File: src/include/sdio_dat_defines.svh
`ifndef SDIO_DAT_DEFINES_SVH
`define SDIO_DAT_DEFINES_SVH

// data line crc, one per lane
`define SDIO_CRC_LEN    16
`define SDIO_CRC_POLY   16'h1021    // x^16 + x^12 + x^5 + 1, init 0

// dma byte and counter widths
`define SDIO_BYTE_BITS  8
`define SDIO_CNT_W      16

// number of dat lanes
`define SDIO_LANES      4

`endif

File: src/sdio_dat_pkg.sv
`include "sdio_dat_defines.svh"

package sdio_dat_pkg;

    // one lane crc value
    typedef logic [`SDIO_CRC_LEN-1:0] crc_t;

    // receive fsm
    typedef enum logic [2:0] {
        IDLE            = 3'd0,
        RX_START_BIT    = 3'd1,     // timeout counter runs here
        RX_DATA_BYTE    = 3'd2,
        DMA_RX_BYTE_WR  = 3'd3,
        RX_CRC          = 3'd4,
        RX_END_BIT      = 3'd5,
        RX_BLK_GAP_STOP = 3'd6,
        RX_WAIT_DMA     = 3'd7      // drain dma buffer before done
    } rx_state_t;

endpackage

File: src/sdio_rx_lane_mux.sv
`timescale 1ns/1ps
`include "sdio_dat_defines.svh"

module sdio_rx_lane_mux (
    input  logic                     width_4b_i,     // 0: 1-bit, 1: 4-bit
    input  logic [1:0]               pad_sel_i,      // pad for 1-bit mode
    input  logic [`SDIO_LANES-1:0]   dat_i,
    output logic [`SDIO_LANES-1:0]   lane_bit_o,
    output logic [`SDIO_LANES-1:0]   lane_use_o,
    output logic                     start_bit_o,
    output logic                     end_bit_o
);

    logic pad_bit;

    // single bit pad select
    always_comb begin
        case (pad_sel_i)
            2'b00:   pad_bit = dat_i[0];
            2'b01:   pad_bit = dat_i[1];
            2'b10:   pad_bit = dat_i[2];
            default: pad_bit = dat_i[3];
        endcase
    end

    // 1-bit mode puts the chosen pad on lane 0, unused lanes idle high
    always_comb begin
        if (width_4b_i) begin
            lane_bit_o = dat_i;
            lane_use_o = {`SDIO_LANES{1'b1}};
        end else begin
            lane_bit_o = {{(`SDIO_LANES-1){1'b1}}, pad_bit};
            lane_use_o = {{(`SDIO_LANES-1){1'b0}}, 1'b1};
        end
    end

    // start: all used lanes low, end: all used lanes high
    assign start_bit_o = ((lane_bit_o & lane_use_o) == '0);
    assign end_bit_o   = ((lane_bit_o | ~lane_use_o) == {`SDIO_LANES{1'b1}});

endmodule

File: src/sdio_crc16_lane.sv
`timescale 1ns/1ps
`include "sdio_dat_defines.svh"

module sdio_crc16_lane
    import sdio_dat_pkg::*;
(
    input  logic sd_clk,
    input  logic rstn,
    input  logic sd_rst_i,
    input  logic clear_i,   // block start
    input  logic shift_i,   // one data bit on this lane
    input  logic bit_i,
    output crc_t crc_o
);

    crc_t crc_q;
    logic fb;

    assign fb = bit_i ^ crc_q[`SDIO_CRC_LEN-1];

    always_ff @(posedge sd_clk or negedge rstn) begin
        if (!rstn) begin
            crc_q <= '0;
        end else if (sd_rst_i || clear_i) begin
            crc_q <= '0;
        end else if (shift_i) begin
            // msb-first serial division
            crc_q <= {crc_q[`SDIO_CRC_LEN-2:0], 1'b0} ^ (fb ? crc_t'(`SDIO_CRC_POLY) : '0);
        end
    end

    assign crc_o = crc_q;

    // clear comes from RX_START_BIT, shift from RX_DATA_BYTE
    a_clear_shift_excl: assert property (
        @(posedge sd_clk) disable iff (!rstn) !(clear_i && shift_i)
    );

endmodule

File: src/sdio_rx_crc_check.sv
`timescale 1ns/1ps
`include "sdio_dat_defines.svh"

module sdio_rx_crc_check
    import sdio_dat_pkg::*;
(
    input  logic                     sd_clk,
    input  logic                     rstn,
    input  logic                     sd_rst_i,
    input  logic                     clear_i,
    input  logic                     cmp_i,      // one received crc bit per lane
    input  logic [3:0]               idx_i,      // crc bit index with 0 at the msb
    input  logic [`SDIO_LANES-1:0]   lane_bit_i,
    input  logic [`SDIO_LANES-1:0]   lane_use_i,
    input  crc_t                     crc0_i,
    input  crc_t                     crc1_i,
    input  crc_t                     crc2_i,
    input  crc_t                     crc3_i,
    output logic                     crc_err_o
);

    crc_t                   crc_a [`SDIO_LANES];
    logic [`SDIO_LANES-1:0] lane_miss;
    logic                   err_q;

    assign crc_a = '{crc0_i, crc1_i, crc2_i, crc3_i};

    // per lane compare of the expected crc bit
    always_comb begin
        logic [3:0] pos;
        pos = 4'(`SDIO_CRC_LEN - 1) - idx_i;
        for (int l = 0; l < `SDIO_LANES; l++) begin
            lane_miss[l] = lane_use_i[l] && (lane_bit_i[l] != crc_a[l][pos]);
        end
    end

    // sticky for the whole block
    always_ff @(posedge sd_clk or negedge rstn) begin
        if (!rstn) begin
            err_q <= 1'b0;
        end else if (sd_rst_i || clear_i) begin
            err_q <= 1'b0;
        end else if (cmp_i && (lane_miss != '0)) begin
            err_q <= 1'b1;
        end
    end

    assign crc_err_o = err_q;

    // each compare steps the index to the next crc bit
    a_idx_step: assert property (
        @(posedge sd_clk) disable iff (!rstn)
            (cmp_i && !sd_rst_i) |=> (idx_i == $past(idx_i) + 4'd1)
    );

endmodule

File: src/sdio_rx_ctrl.sv
`timescale 1ns/1ps
`include "sdio_dat_defines.svh"

module sdio_rx_ctrl
    import sdio_dat_pkg::*;
(
    input  logic                         sd_clk,
    input  logic                         rstn,
    input  logic                         sd_rst_i,
    input  logic                         dat_start_i,
    input  logic                         rx_en_i,
    input  logic                         width_4b_i,
    input  logic [`SDIO_CNT_W-1:0]       block_size_i,
    input  logic [`SDIO_CNT_W-1:0]       block_count_i,    // 0: unbounded
    input  logic                         blk_gap_stop_i,
    input  logic                         blk_gap_clk_en_i,
    input  logic                         dma_rx_buf_rdy_i,
    input  logic                         dma_rx_buf_empty_i,
    output logic [`SDIO_BYTE_BITS-1:0]   dma_rx_buf_o,
    output logic                         dma_rx_buf_wr_o,
    input  logic [`SDIO_LANES-1:0]       lane_bit_i,
    input  logic                         start_bit_i,
    input  logic                         end_bit_i,
    input  logic                         crc_err_i,
    output logic                         crc_clear_o,
    output logic                         crc_shift_o,
    output logic                         crc_cmp_o,
    output logic [3:0]                   crc_idx_o,
    output logic                         dat_crc_err_event_o,
    output logic                         dat_end_err_event_o,
    output logic                         blk_gap_event_o,
    output logic                         dat_busy_o,
    output logic                         dat_done_o,
    output logic                         sd_clk_pause_o,
    output logic                         tmout_wait_rx_start_en_o
);

    localparam logic [3:0] CRC_LAST = 4'(`SDIO_CRC_LEN - 1);

    rx_state_t                st_q, st_d;
    logic [2:0]               bit_cnt;
    logic [`SDIO_CNT_W-1:0]   byte_cnt, blk_cnt;
    logic [3:0]               crc_cnt;
    logic                     last_bit, last_byte, last_blk, last_crc;
    logic                     end_sample;

    assign last_bit   = (bit_cnt == (width_4b_i ? 3'd1 : 3'd7));  // 2 or 8 samples per byte
    assign last_byte  = (byte_cnt == block_size_i);
    assign last_blk   = (block_count_i != '0) && (blk_cnt == block_count_i);
    assign last_crc   = (crc_cnt == CRC_LAST);
    assign end_sample = (st_q == RX_END_BIT) && rx_en_i;

    always_ff @(posedge sd_clk or negedge rstn) begin
        if (!rstn) begin
            st_q <= IDLE;
        end else if (sd_rst_i) begin
            st_q <= IDLE;
        end else begin
            st_q <= st_d;
        end
    end

    always_comb begin
        st_d = st_q;
        case (st_q)
            IDLE: begin
                if (dat_start_i)
                    st_d = RX_START_BIT;
            end
            RX_START_BIT: begin
                if (rx_en_i && start_bit_i)
                    st_d = RX_DATA_BYTE;
            end
            RX_DATA_BYTE: begin
                if (rx_en_i && last_bit)
                    st_d = DMA_RX_BYTE_WR;
            end
            DMA_RX_BYTE_WR: begin
                if (dma_rx_buf_rdy_i)
                    st_d = last_byte ? RX_CRC : RX_DATA_BYTE;
            end
            RX_CRC: begin
                if (rx_en_i && last_crc)
                    st_d = RX_END_BIT;
            end
            RX_END_BIT: begin
                if (rx_en_i)
                    st_d = RX_BLK_GAP_STOP;
            end
            RX_BLK_GAP_STOP: begin
                if (last_blk)
                    st_d = RX_WAIT_DMA;
                else if (!blk_gap_stop_i) // software releases the gap
                    st_d = RX_START_BIT;
            end
            RX_WAIT_DMA: begin
                if (dma_rx_buf_empty_i)
                    st_d = IDLE;
            end
            default: st_d = IDLE;
        endcase
    end

    // bit, byte, crc and block counters
    always_ff @(posedge sd_clk or negedge rstn) begin
        if (!rstn) begin
            bit_cnt  <= '0;
            byte_cnt <= '0;
            blk_cnt  <= '0;
            crc_cnt  <= '0;
        end else if (sd_rst_i || (st_q == IDLE)) begin
            bit_cnt  <= '0;
            byte_cnt <= '0;
            blk_cnt  <= '0;
            crc_cnt  <= '0;
        end else begin
            case (st_q)
                RX_START_BIT: begin
                    bit_cnt  <= '0;
                    byte_cnt <= '0;
                    crc_cnt  <= '0;
                end
                RX_DATA_BYTE: begin
                    if (rx_en_i) begin
                        if (last_bit) begin
                            bit_cnt  <= '0;
                            byte_cnt <= byte_cnt + 1'b1;  // counts completed bytes
                        end else begin
                            bit_cnt <= bit_cnt + 1'b1;
                        end
                    end
                end
                RX_CRC: begin
                    if (rx_en_i)
                        crc_cnt <= crc_cnt + 1'b1;
                end
                RX_END_BIT: begin
                    if (rx_en_i)
                        blk_cnt <= blk_cnt + 1'b1;
                end
                default: ;
            endcase
        end
    end

    // byte assembly, msb first, high nibble first in 4-bit mode
    always_ff @(posedge sd_clk) begin
        if ((st_q == RX_DATA_BYTE) && rx_en_i) begin
            if (width_4b_i)
                dma_rx_buf_o <= {dma_rx_buf_o[3:0], lane_bit_i};
            else
                dma_rx_buf_o <= {dma_rx_buf_o[`SDIO_BYTE_BITS-2:0], lane_bit_i[0]};
        end
    end

    // write strobe one cycle after rdy is seen
    always_ff @(posedge sd_clk or negedge rstn) begin
        if (!rstn) begin
            dma_rx_buf_wr_o <= 1'b0;
        end else if (sd_rst_i) begin
            dma_rx_buf_wr_o <= 1'b0;
        end else begin
            dma_rx_buf_wr_o <= (st_q == DMA_RX_BYTE_WR) && dma_rx_buf_rdy_i;
        end
    end

    assign crc_clear_o = (st_q == RX_START_BIT);
    assign crc_shift_o = (st_q == RX_DATA_BYTE) && rx_en_i;
    assign crc_cmp_o   = (st_q == RX_CRC) && rx_en_i;
    assign crc_idx_o   = crc_cnt;

    // events land on the end bit sample
    assign dat_crc_err_event_o = end_sample && crc_err_i;
    assign dat_end_err_event_o = end_sample && !end_bit_i;
    assign blk_gap_event_o     = end_sample;

    assign dat_busy_o = (st_q != IDLE);
    assign dat_done_o = (st_q == RX_WAIT_DMA) && dma_rx_buf_empty_i;

    // hold the card clock on dma back-pressure or a stopped gap
    assign sd_clk_pause_o = (st_q == DMA_RX_BYTE_WR) ||
                            ((st_q == RX_BLK_GAP_STOP) && !blk_gap_clk_en_i);

    assign tmout_wait_rx_start_en_o = (st_q == RX_START_BIT);

    a_wr_single: assert property (
        @(posedge sd_clk) disable iff (!rstn) dma_rx_buf_wr_o |=> !dma_rx_buf_wr_o
    );

endmodule

File: src/sdio_rx_top.sv
`timescale 1ns/1ps
`include "sdio_dat_defines.svh"

module sdio_rx_top
    import sdio_dat_pkg::*;
(
    input  logic                         sd_clk,
    input  logic                         rstn,
    input  logic                         sd_rst_i,
    input  logic [`SDIO_CNT_W-1:0]       block_size_i,
    input  logic [`SDIO_CNT_W-1:0]       block_count_i,
    input  logic                         width_4b_i,
    input  logic [1:0]                   pad_sel_i,
    input  logic                         blk_gap_stop_i,
    input  logic                         blk_gap_clk_en_i,
    input  logic                         dat_start_i,
    input  logic                         rx_en_i,
    input  logic [`SDIO_LANES-1:0]       dat_i,
    input  logic                         dma_rx_buf_rdy_i,
    input  logic                         dma_rx_buf_empty_i,
    output logic [`SDIO_BYTE_BITS-1:0]   dma_rx_buf_o,
    output logic                         dma_rx_buf_wr_o,
    output logic                         dat_crc_err_event_o,
    output logic                         dat_end_err_event_o,
    output logic                         blk_gap_event_o,
    output logic                         dat_busy_o,
    output logic                         dat_done_o,
    output logic                         sd_clk_pause_o,
    output logic                         tmout_wait_rx_start_en_o
);

    logic [`SDIO_LANES-1:0] lane_bit, lane_use;
    logic                   start_bit, end_bit;
    logic                   crc_clear, crc_shift, crc_cmp, crc_err;
    logic [3:0]             crc_idx;
    crc_t                   lane_crc [`SDIO_LANES];

    sdio_rx_lane_mux u_lane_mux (
        .width_4b_i  (width_4b_i),
        .pad_sel_i   (pad_sel_i),
        .dat_i       (dat_i),
        .lane_bit_o  (lane_bit),
        .lane_use_o  (lane_use),
        .start_bit_o (start_bit),
        .end_bit_o   (end_bit)
    );

    // one crc register per dat lane
    for (genvar g = 0; g < `SDIO_LANES; g++) begin : g_crc
        sdio_crc16_lane u_crc (
            .sd_clk   (sd_clk),
            .rstn     (rstn),
            .sd_rst_i (sd_rst_i),
            .clear_i  (crc_clear),
            .shift_i  (crc_shift & lane_use[g]),
            .bit_i    (lane_bit[g]),
            .crc_o    (lane_crc[g])
        );
    end

    sdio_rx_crc_check u_crc_check (
        .sd_clk     (sd_clk),
        .rstn       (rstn),
        .sd_rst_i   (sd_rst_i),
        .clear_i    (crc_clear),
        .cmp_i      (crc_cmp),
        .idx_i      (crc_idx),
        .lane_bit_i (lane_bit),
        .lane_use_i (lane_use),
        .crc0_i     (lane_crc[0]),
        .crc1_i     (lane_crc[1]),
        .crc2_i     (lane_crc[2]),
        .crc3_i     (lane_crc[3]),
        .crc_err_o  (crc_err)
    );

    sdio_rx_ctrl u_ctrl (
        .sd_clk                   (sd_clk),
        .rstn                     (rstn),
        .sd_rst_i                 (sd_rst_i),
        .dat_start_i              (dat_start_i),
        .rx_en_i                  (rx_en_i),
        .width_4b_i               (width_4b_i),
        .block_size_i             (block_size_i),
        .block_count_i            (block_count_i),
        .blk_gap_stop_i           (blk_gap_stop_i),
        .blk_gap_clk_en_i         (blk_gap_clk_en_i),
        .dma_rx_buf_rdy_i         (dma_rx_buf_rdy_i),
        .dma_rx_buf_empty_i       (dma_rx_buf_empty_i),
        .dma_rx_buf_o             (dma_rx_buf_o),
        .dma_rx_buf_wr_o          (dma_rx_buf_wr_o),
        .lane_bit_i               (lane_bit),
        .start_bit_i              (start_bit),
        .end_bit_i                (end_bit),
        .crc_err_i                (crc_err),
        .crc_clear_o              (crc_clear),
        .crc_shift_o              (crc_shift),
        .crc_cmp_o                (crc_cmp),
        .crc_idx_o                (crc_idx),
        .dat_crc_err_event_o      (dat_crc_err_event_o),
        .dat_end_err_event_o      (dat_end_err_event_o),
        .blk_gap_event_o          (blk_gap_event_o),
        .dat_busy_o               (dat_busy_o),
        .dat_done_o               (dat_done_o),
        .sd_clk_pause_o           (sd_clk_pause_o),
        .tmout_wait_rx_start_en_o (tmout_wait_rx_start_en_o)
    );

endmodule

File: config.mk
export PLATFORM = sky130hd
export DESIGN_NAME = sdio_rx_top
export DESIGN_NICKNAME = d
export VERILOG_FILES = /design/src/sdio_dat_pkg.sv /design/src/sdio_rx_lane_mux.sv /design/src/sdio_crc16_lane.sv /design/src/sdio_rx_crc_check.sv /design/src/sdio_rx_ctrl.sv /design/src/sdio_rx_top.sv
export VERILOG_INCLUDE_DIRS = /design/src /design/src/include
export SDC_FILE = /design/constraint.sdc
export NUM_CORES = 1
export LEC_CHECK = 0
export BUFFER_PORTS_ARGS = -buffer_cell sky130_fd_sc_hd__buf_2
export CAP_MARGIN = 20
export CORE_UTILIZATION = 54
export CTS_CLUSTER_DIAMETER = 200
export DETAILED_ROUTE_END_ITERATION = 8
export MAX_ROUTING_LAYER = met4
export PLACE_DENSITY_LB_ADDON = 0.25
export SYNTH_ARGS = -nofsm -noshare
export SYNTH_HDL_FRONTEND = slang
export SYNTH_SLANG_ARGS = --single-unit
export TNS_END_PERCENT = 5
File: constraint.sdc
create_clock -name sd_clk -period 3.2 [get_ports sd_clk]
set_clock_uncertainty 0.2 [all_clocks]
set_input_delay 0.96 -clock sd_clk [delete_from_list [all_inputs] [get_ports sd_clk]]
set_output_delay 0.96 -clock sd_clk [all_outputs]
set_load 0.01 [all_outputs]
==> impl_metrics.py <==
metrics = {
    "layout": {
        "final_util_pct": 67.0,
        "finalNonFillerCells": 774,
        "nets": 672,
        "fillers": 820,
        "layout-drive-gt1-share_pct": 23.7,
        "area_growth_pct": 20.0,
    },
    "clocking": {
        "clock_sinks": 116,
        "cts_buffer_depth": 2,
        "clkTransAtPathRegs_ps": 50,
        "cts_root_buf": "clkbuf_16",
        "cts_resized": 0,
        "cts_buffers": 17,
        "insertion_delay_ps": 420,
        "cts_tree": "done",
        "htree_num_levels": 4,
    },
    "sta": {
        "timing.fmax_mhz": 325,
        "relSlewSlack_pct": 58.7,
        "setup_tns_ps": 0,
        "setup_viol": 0,
        "maxSlewViolCount": 0,
        "hold_viol": 0,
        "setup_slack_ps": 124,
        "rsz0062_at_grt": "no",
        "worst_pin_slew_ps": 620,
        "fin_crit_sh_pct": 96.1,
        "period_minus_slack_ps": 3080,
    },
    "yosys": {
        "synthMuxAreaShare_pct": 9.79,
        "postSynthCellCount": 544,
        "synth-compound-area-share_pct": 15.6,
        "async_flop_share_pct": 93.1,
        "ys_top_cells_by_area": "dfrtp_1 44%, a22o_1 9.0%, xor2_1 7.3%",
        "ys_seq_elements": 116,
        "synthXorXnorAreaFrac_pct": 9.75,
        "synth_nets": 596,
        "synth_warnings": 0,
        "synth_most_common_cell": "dfrtp_1",
        "yosys-top-cells-count": "108 x dfrtp_1, 63 x a22o_1, 51 x xor2_1",
        "yosysUniqueCellTypes": 56,
        "netlist_area_sq_mm": 0.00611,
        "synth_edf_count": 8,
        "yosys.area_share.simple_pct": 12.9,
        "netlist.area_leader.share_pct": 44.2,
        "ys.flop_type": "dfrtp_1",
        "synth-seq-area-share_pct": 48.2,
        "synth_top_area_cell": "dfrtp_1",
        "postSynthAreaPerCell_sq_um": 11.2,
        "synth-adder-area-share_pct": 0.819,
        "synth_top_family_by_area": "compound AO/OA/AOI/OAI gates",
    },
    "detailed_routing": {
        "dr.pass1.iters": 5,
        "viasPerCell": 6.05,
        "wl_um": 13800,
        "wl_per_cell_um": 17.8,
        "drt_iter0_markers": 364,
        "antenna_left": 0,
        "drc": 0,
        "vias": 4680,
    },
    "floorplan": {
        "start_util_pct": 55.9,
        "num_rows": 38,
        "io_pins": 64,
        "die_h_um": 108,
        "die-area_sq_mm": 0.0117,
        "die_width_um": 108,
        "core_area_sq_mm": 0.0109,
    },
    "grt": {
        "grt_pass1_wl_um": 22800,
        "grt_antenna_before_repair": 1,
        "grt-ovfl-total": 0,
        "gr-usage-all-layers_pct": 26.3,
        "first_global_vias": 4605,
        "grt_max_degree": 69,
    },
    "placed_design": {
        "io_buffers": 63,
        "gp_congestion": 0.858,
        "place_ws_ps": 151,
        "hpwl_um": 9180,
        "dp_cells": 740,
    },
    "worst_setup_path": {
        "crit_fanout": 2,
        "cp_slowest_stage_delay_ps": 210,
        "worstPathArrival_ps": 1920,
        "cp-start-kind": "input pin",
        "required_ps": 2040,
        "crit_chain": "buf_2 -> nor3b_1 -> a21oi_1 -> o22ai_1 -> a21oi_1 -> nor2_1 -> buf_2",
        "setup.worst_path.class": "input pin to primary output",
        "cpMaxStageDelayCell": "nor3b_1",
        "worst_setup_path_end_kind": "primary output",
    },
    "pwr": {
        "fin_total_pwr_uw": 4230,
        "power_density_mw_per_mm2": 577,
        "peakVddDrop_mv": 0.415,
        "p_leak_uw": 0.00331,
    },
    "outcome": {
        "outcome": "finished, final reports clean",
    },
    "run": {
        "maxCapViolations": 0,
    },
    "hold_path": {
        "hp-class": "input pin to async pin",
    },
}
metrics by stage:
step / area, sq um / hold WS (ps)
2_1_floorplan: 6110 / 266
3_3_place_gp: 6690 / 298
3_5_place_dp: 6690 / 305
4_1_cts: 7320 / 159
5_1_grt: 7330 / 175
6_report: 7330 / 175
final cells by class:
type                            count  area (sq um)  share of cell area, %
Antenna cell                        1          2.50                 0.0341
Multi-Input combinational cell    386          3000                   41.0
Timing Repair Buffer               89           538                   7.34
Inverter                           10          37.5                  0.512
Sequential cell                   116          2940                   40.2
Clock buffer                       24           512                   6.98
Clock inverter                      8           120                   1.64
Tap cell                          140           175                   2.39
worst max-delay path: cells and delay by family:
kind	cells	cell delay [ps]
AND/OR/NAND/NOR	2	320
AO/OA/AOI/OAI	3	370
buffers and inverters	2	270
registers in the layout (all words and copies together), names as in the netlist:
name and cells:
u_ctrl.dma_rx_buf_wr_o 1, u_ctrl.st_q 3, u_ctrl.dma_rx_buf_o 8, u_ctrl.bit_cnt 3, g_crc.u_crc.crc_o 64, u_crc_check.crc_err_o 1
u_ctrl.blk_cnt 16, u_ctrl.byte_cnt 16, u_ctrl.crc_idx_o 4
power breakdown:
part	leakage, uW	switching (uW)	internal, uW
Combinational	0.00142	365	231
Clock	0.000308	658	1340
Sequential	0.00158	79.6	1550
Total	0.00331	1100	3130
cell usage in the layout, fill, tap and decap left out, drive strengths merged, types with 12 or more instances in the layout:
master  count
nor3       12
clkbuf     24
xor2       51
a21oi      14
buf        89
nor2       41
nor4       13
xnor2      17
dfrtp     108
nand2      27
o21ai      19
a22o       63
mux4       18
nand3      12
path summary, 6_finish.rpt:
kind | start | end | slack [ps] | cells past startpoint
worst max register to register | u_ctrl.st_q[1]$_DFFE_PN0P_ | u_ctrl.byte_cnt[13]$_DFFE_PN0P_ | 530 | 6
max in group asynchronous | rstn | u_ctrl.blk_cnt[9]$_DFFE_PN0P_ | 1980 | 2
min in group sd_clk | g_crc[3].u_crc.crc_o[13]$_DFFE_PN0P_ | g_crc[3].u_crc.crc_o[14]$_DFFE_PN0P_ | 320 | 1
worst max-delay path | dat_i[2] | dat_end_err_event_o | 120 | 7
worst min-delay path | rstn | u_ctrl.byte_cnt[11]$_DFFE_PN0P_ | 170 | 1
worst min register to register | g_crc[3].u_crc.crc_o[13]$_DFFE_PN0P_ | g_crc[3].u_crc.crc_o[14]$_DFFE_PN0P_ | 320 | 1
logic make-up (layout without fill, tap and decap cells):
logic type | Yosys count | count (layout)
AND/OR/NAND/NOR | 154 | 154
AO/OA/AOI/OAI | 125 | 125
flip-flops | 116 | 116
XOR/XNOR | 68 | 68
buffers and inverters | 42 | 131
multiplexers | 35 | 35
adder cells (fa/ha/maj) | 4 | 4
other | 0 | 1
per-layer routing:
layer / wire length [um] / up-vias / global-route usage, %
li1: - / 2173 / -
met1: 6130 / 2333 / 34.1
met2: 6630 / 147 / 40.2
met3: 732 / 27 / 5.73
met4: 303 / 0 / 10.8
met5: 0 / - / -
repair_timing:
item / 4_1_cts / 5_1_grt
buffers inserted: 0 / 1
hold buffers: 0 / 0
setup endpoints to repair: 0 / 1
Note: power is estimated with default switching activity, not from simulation.
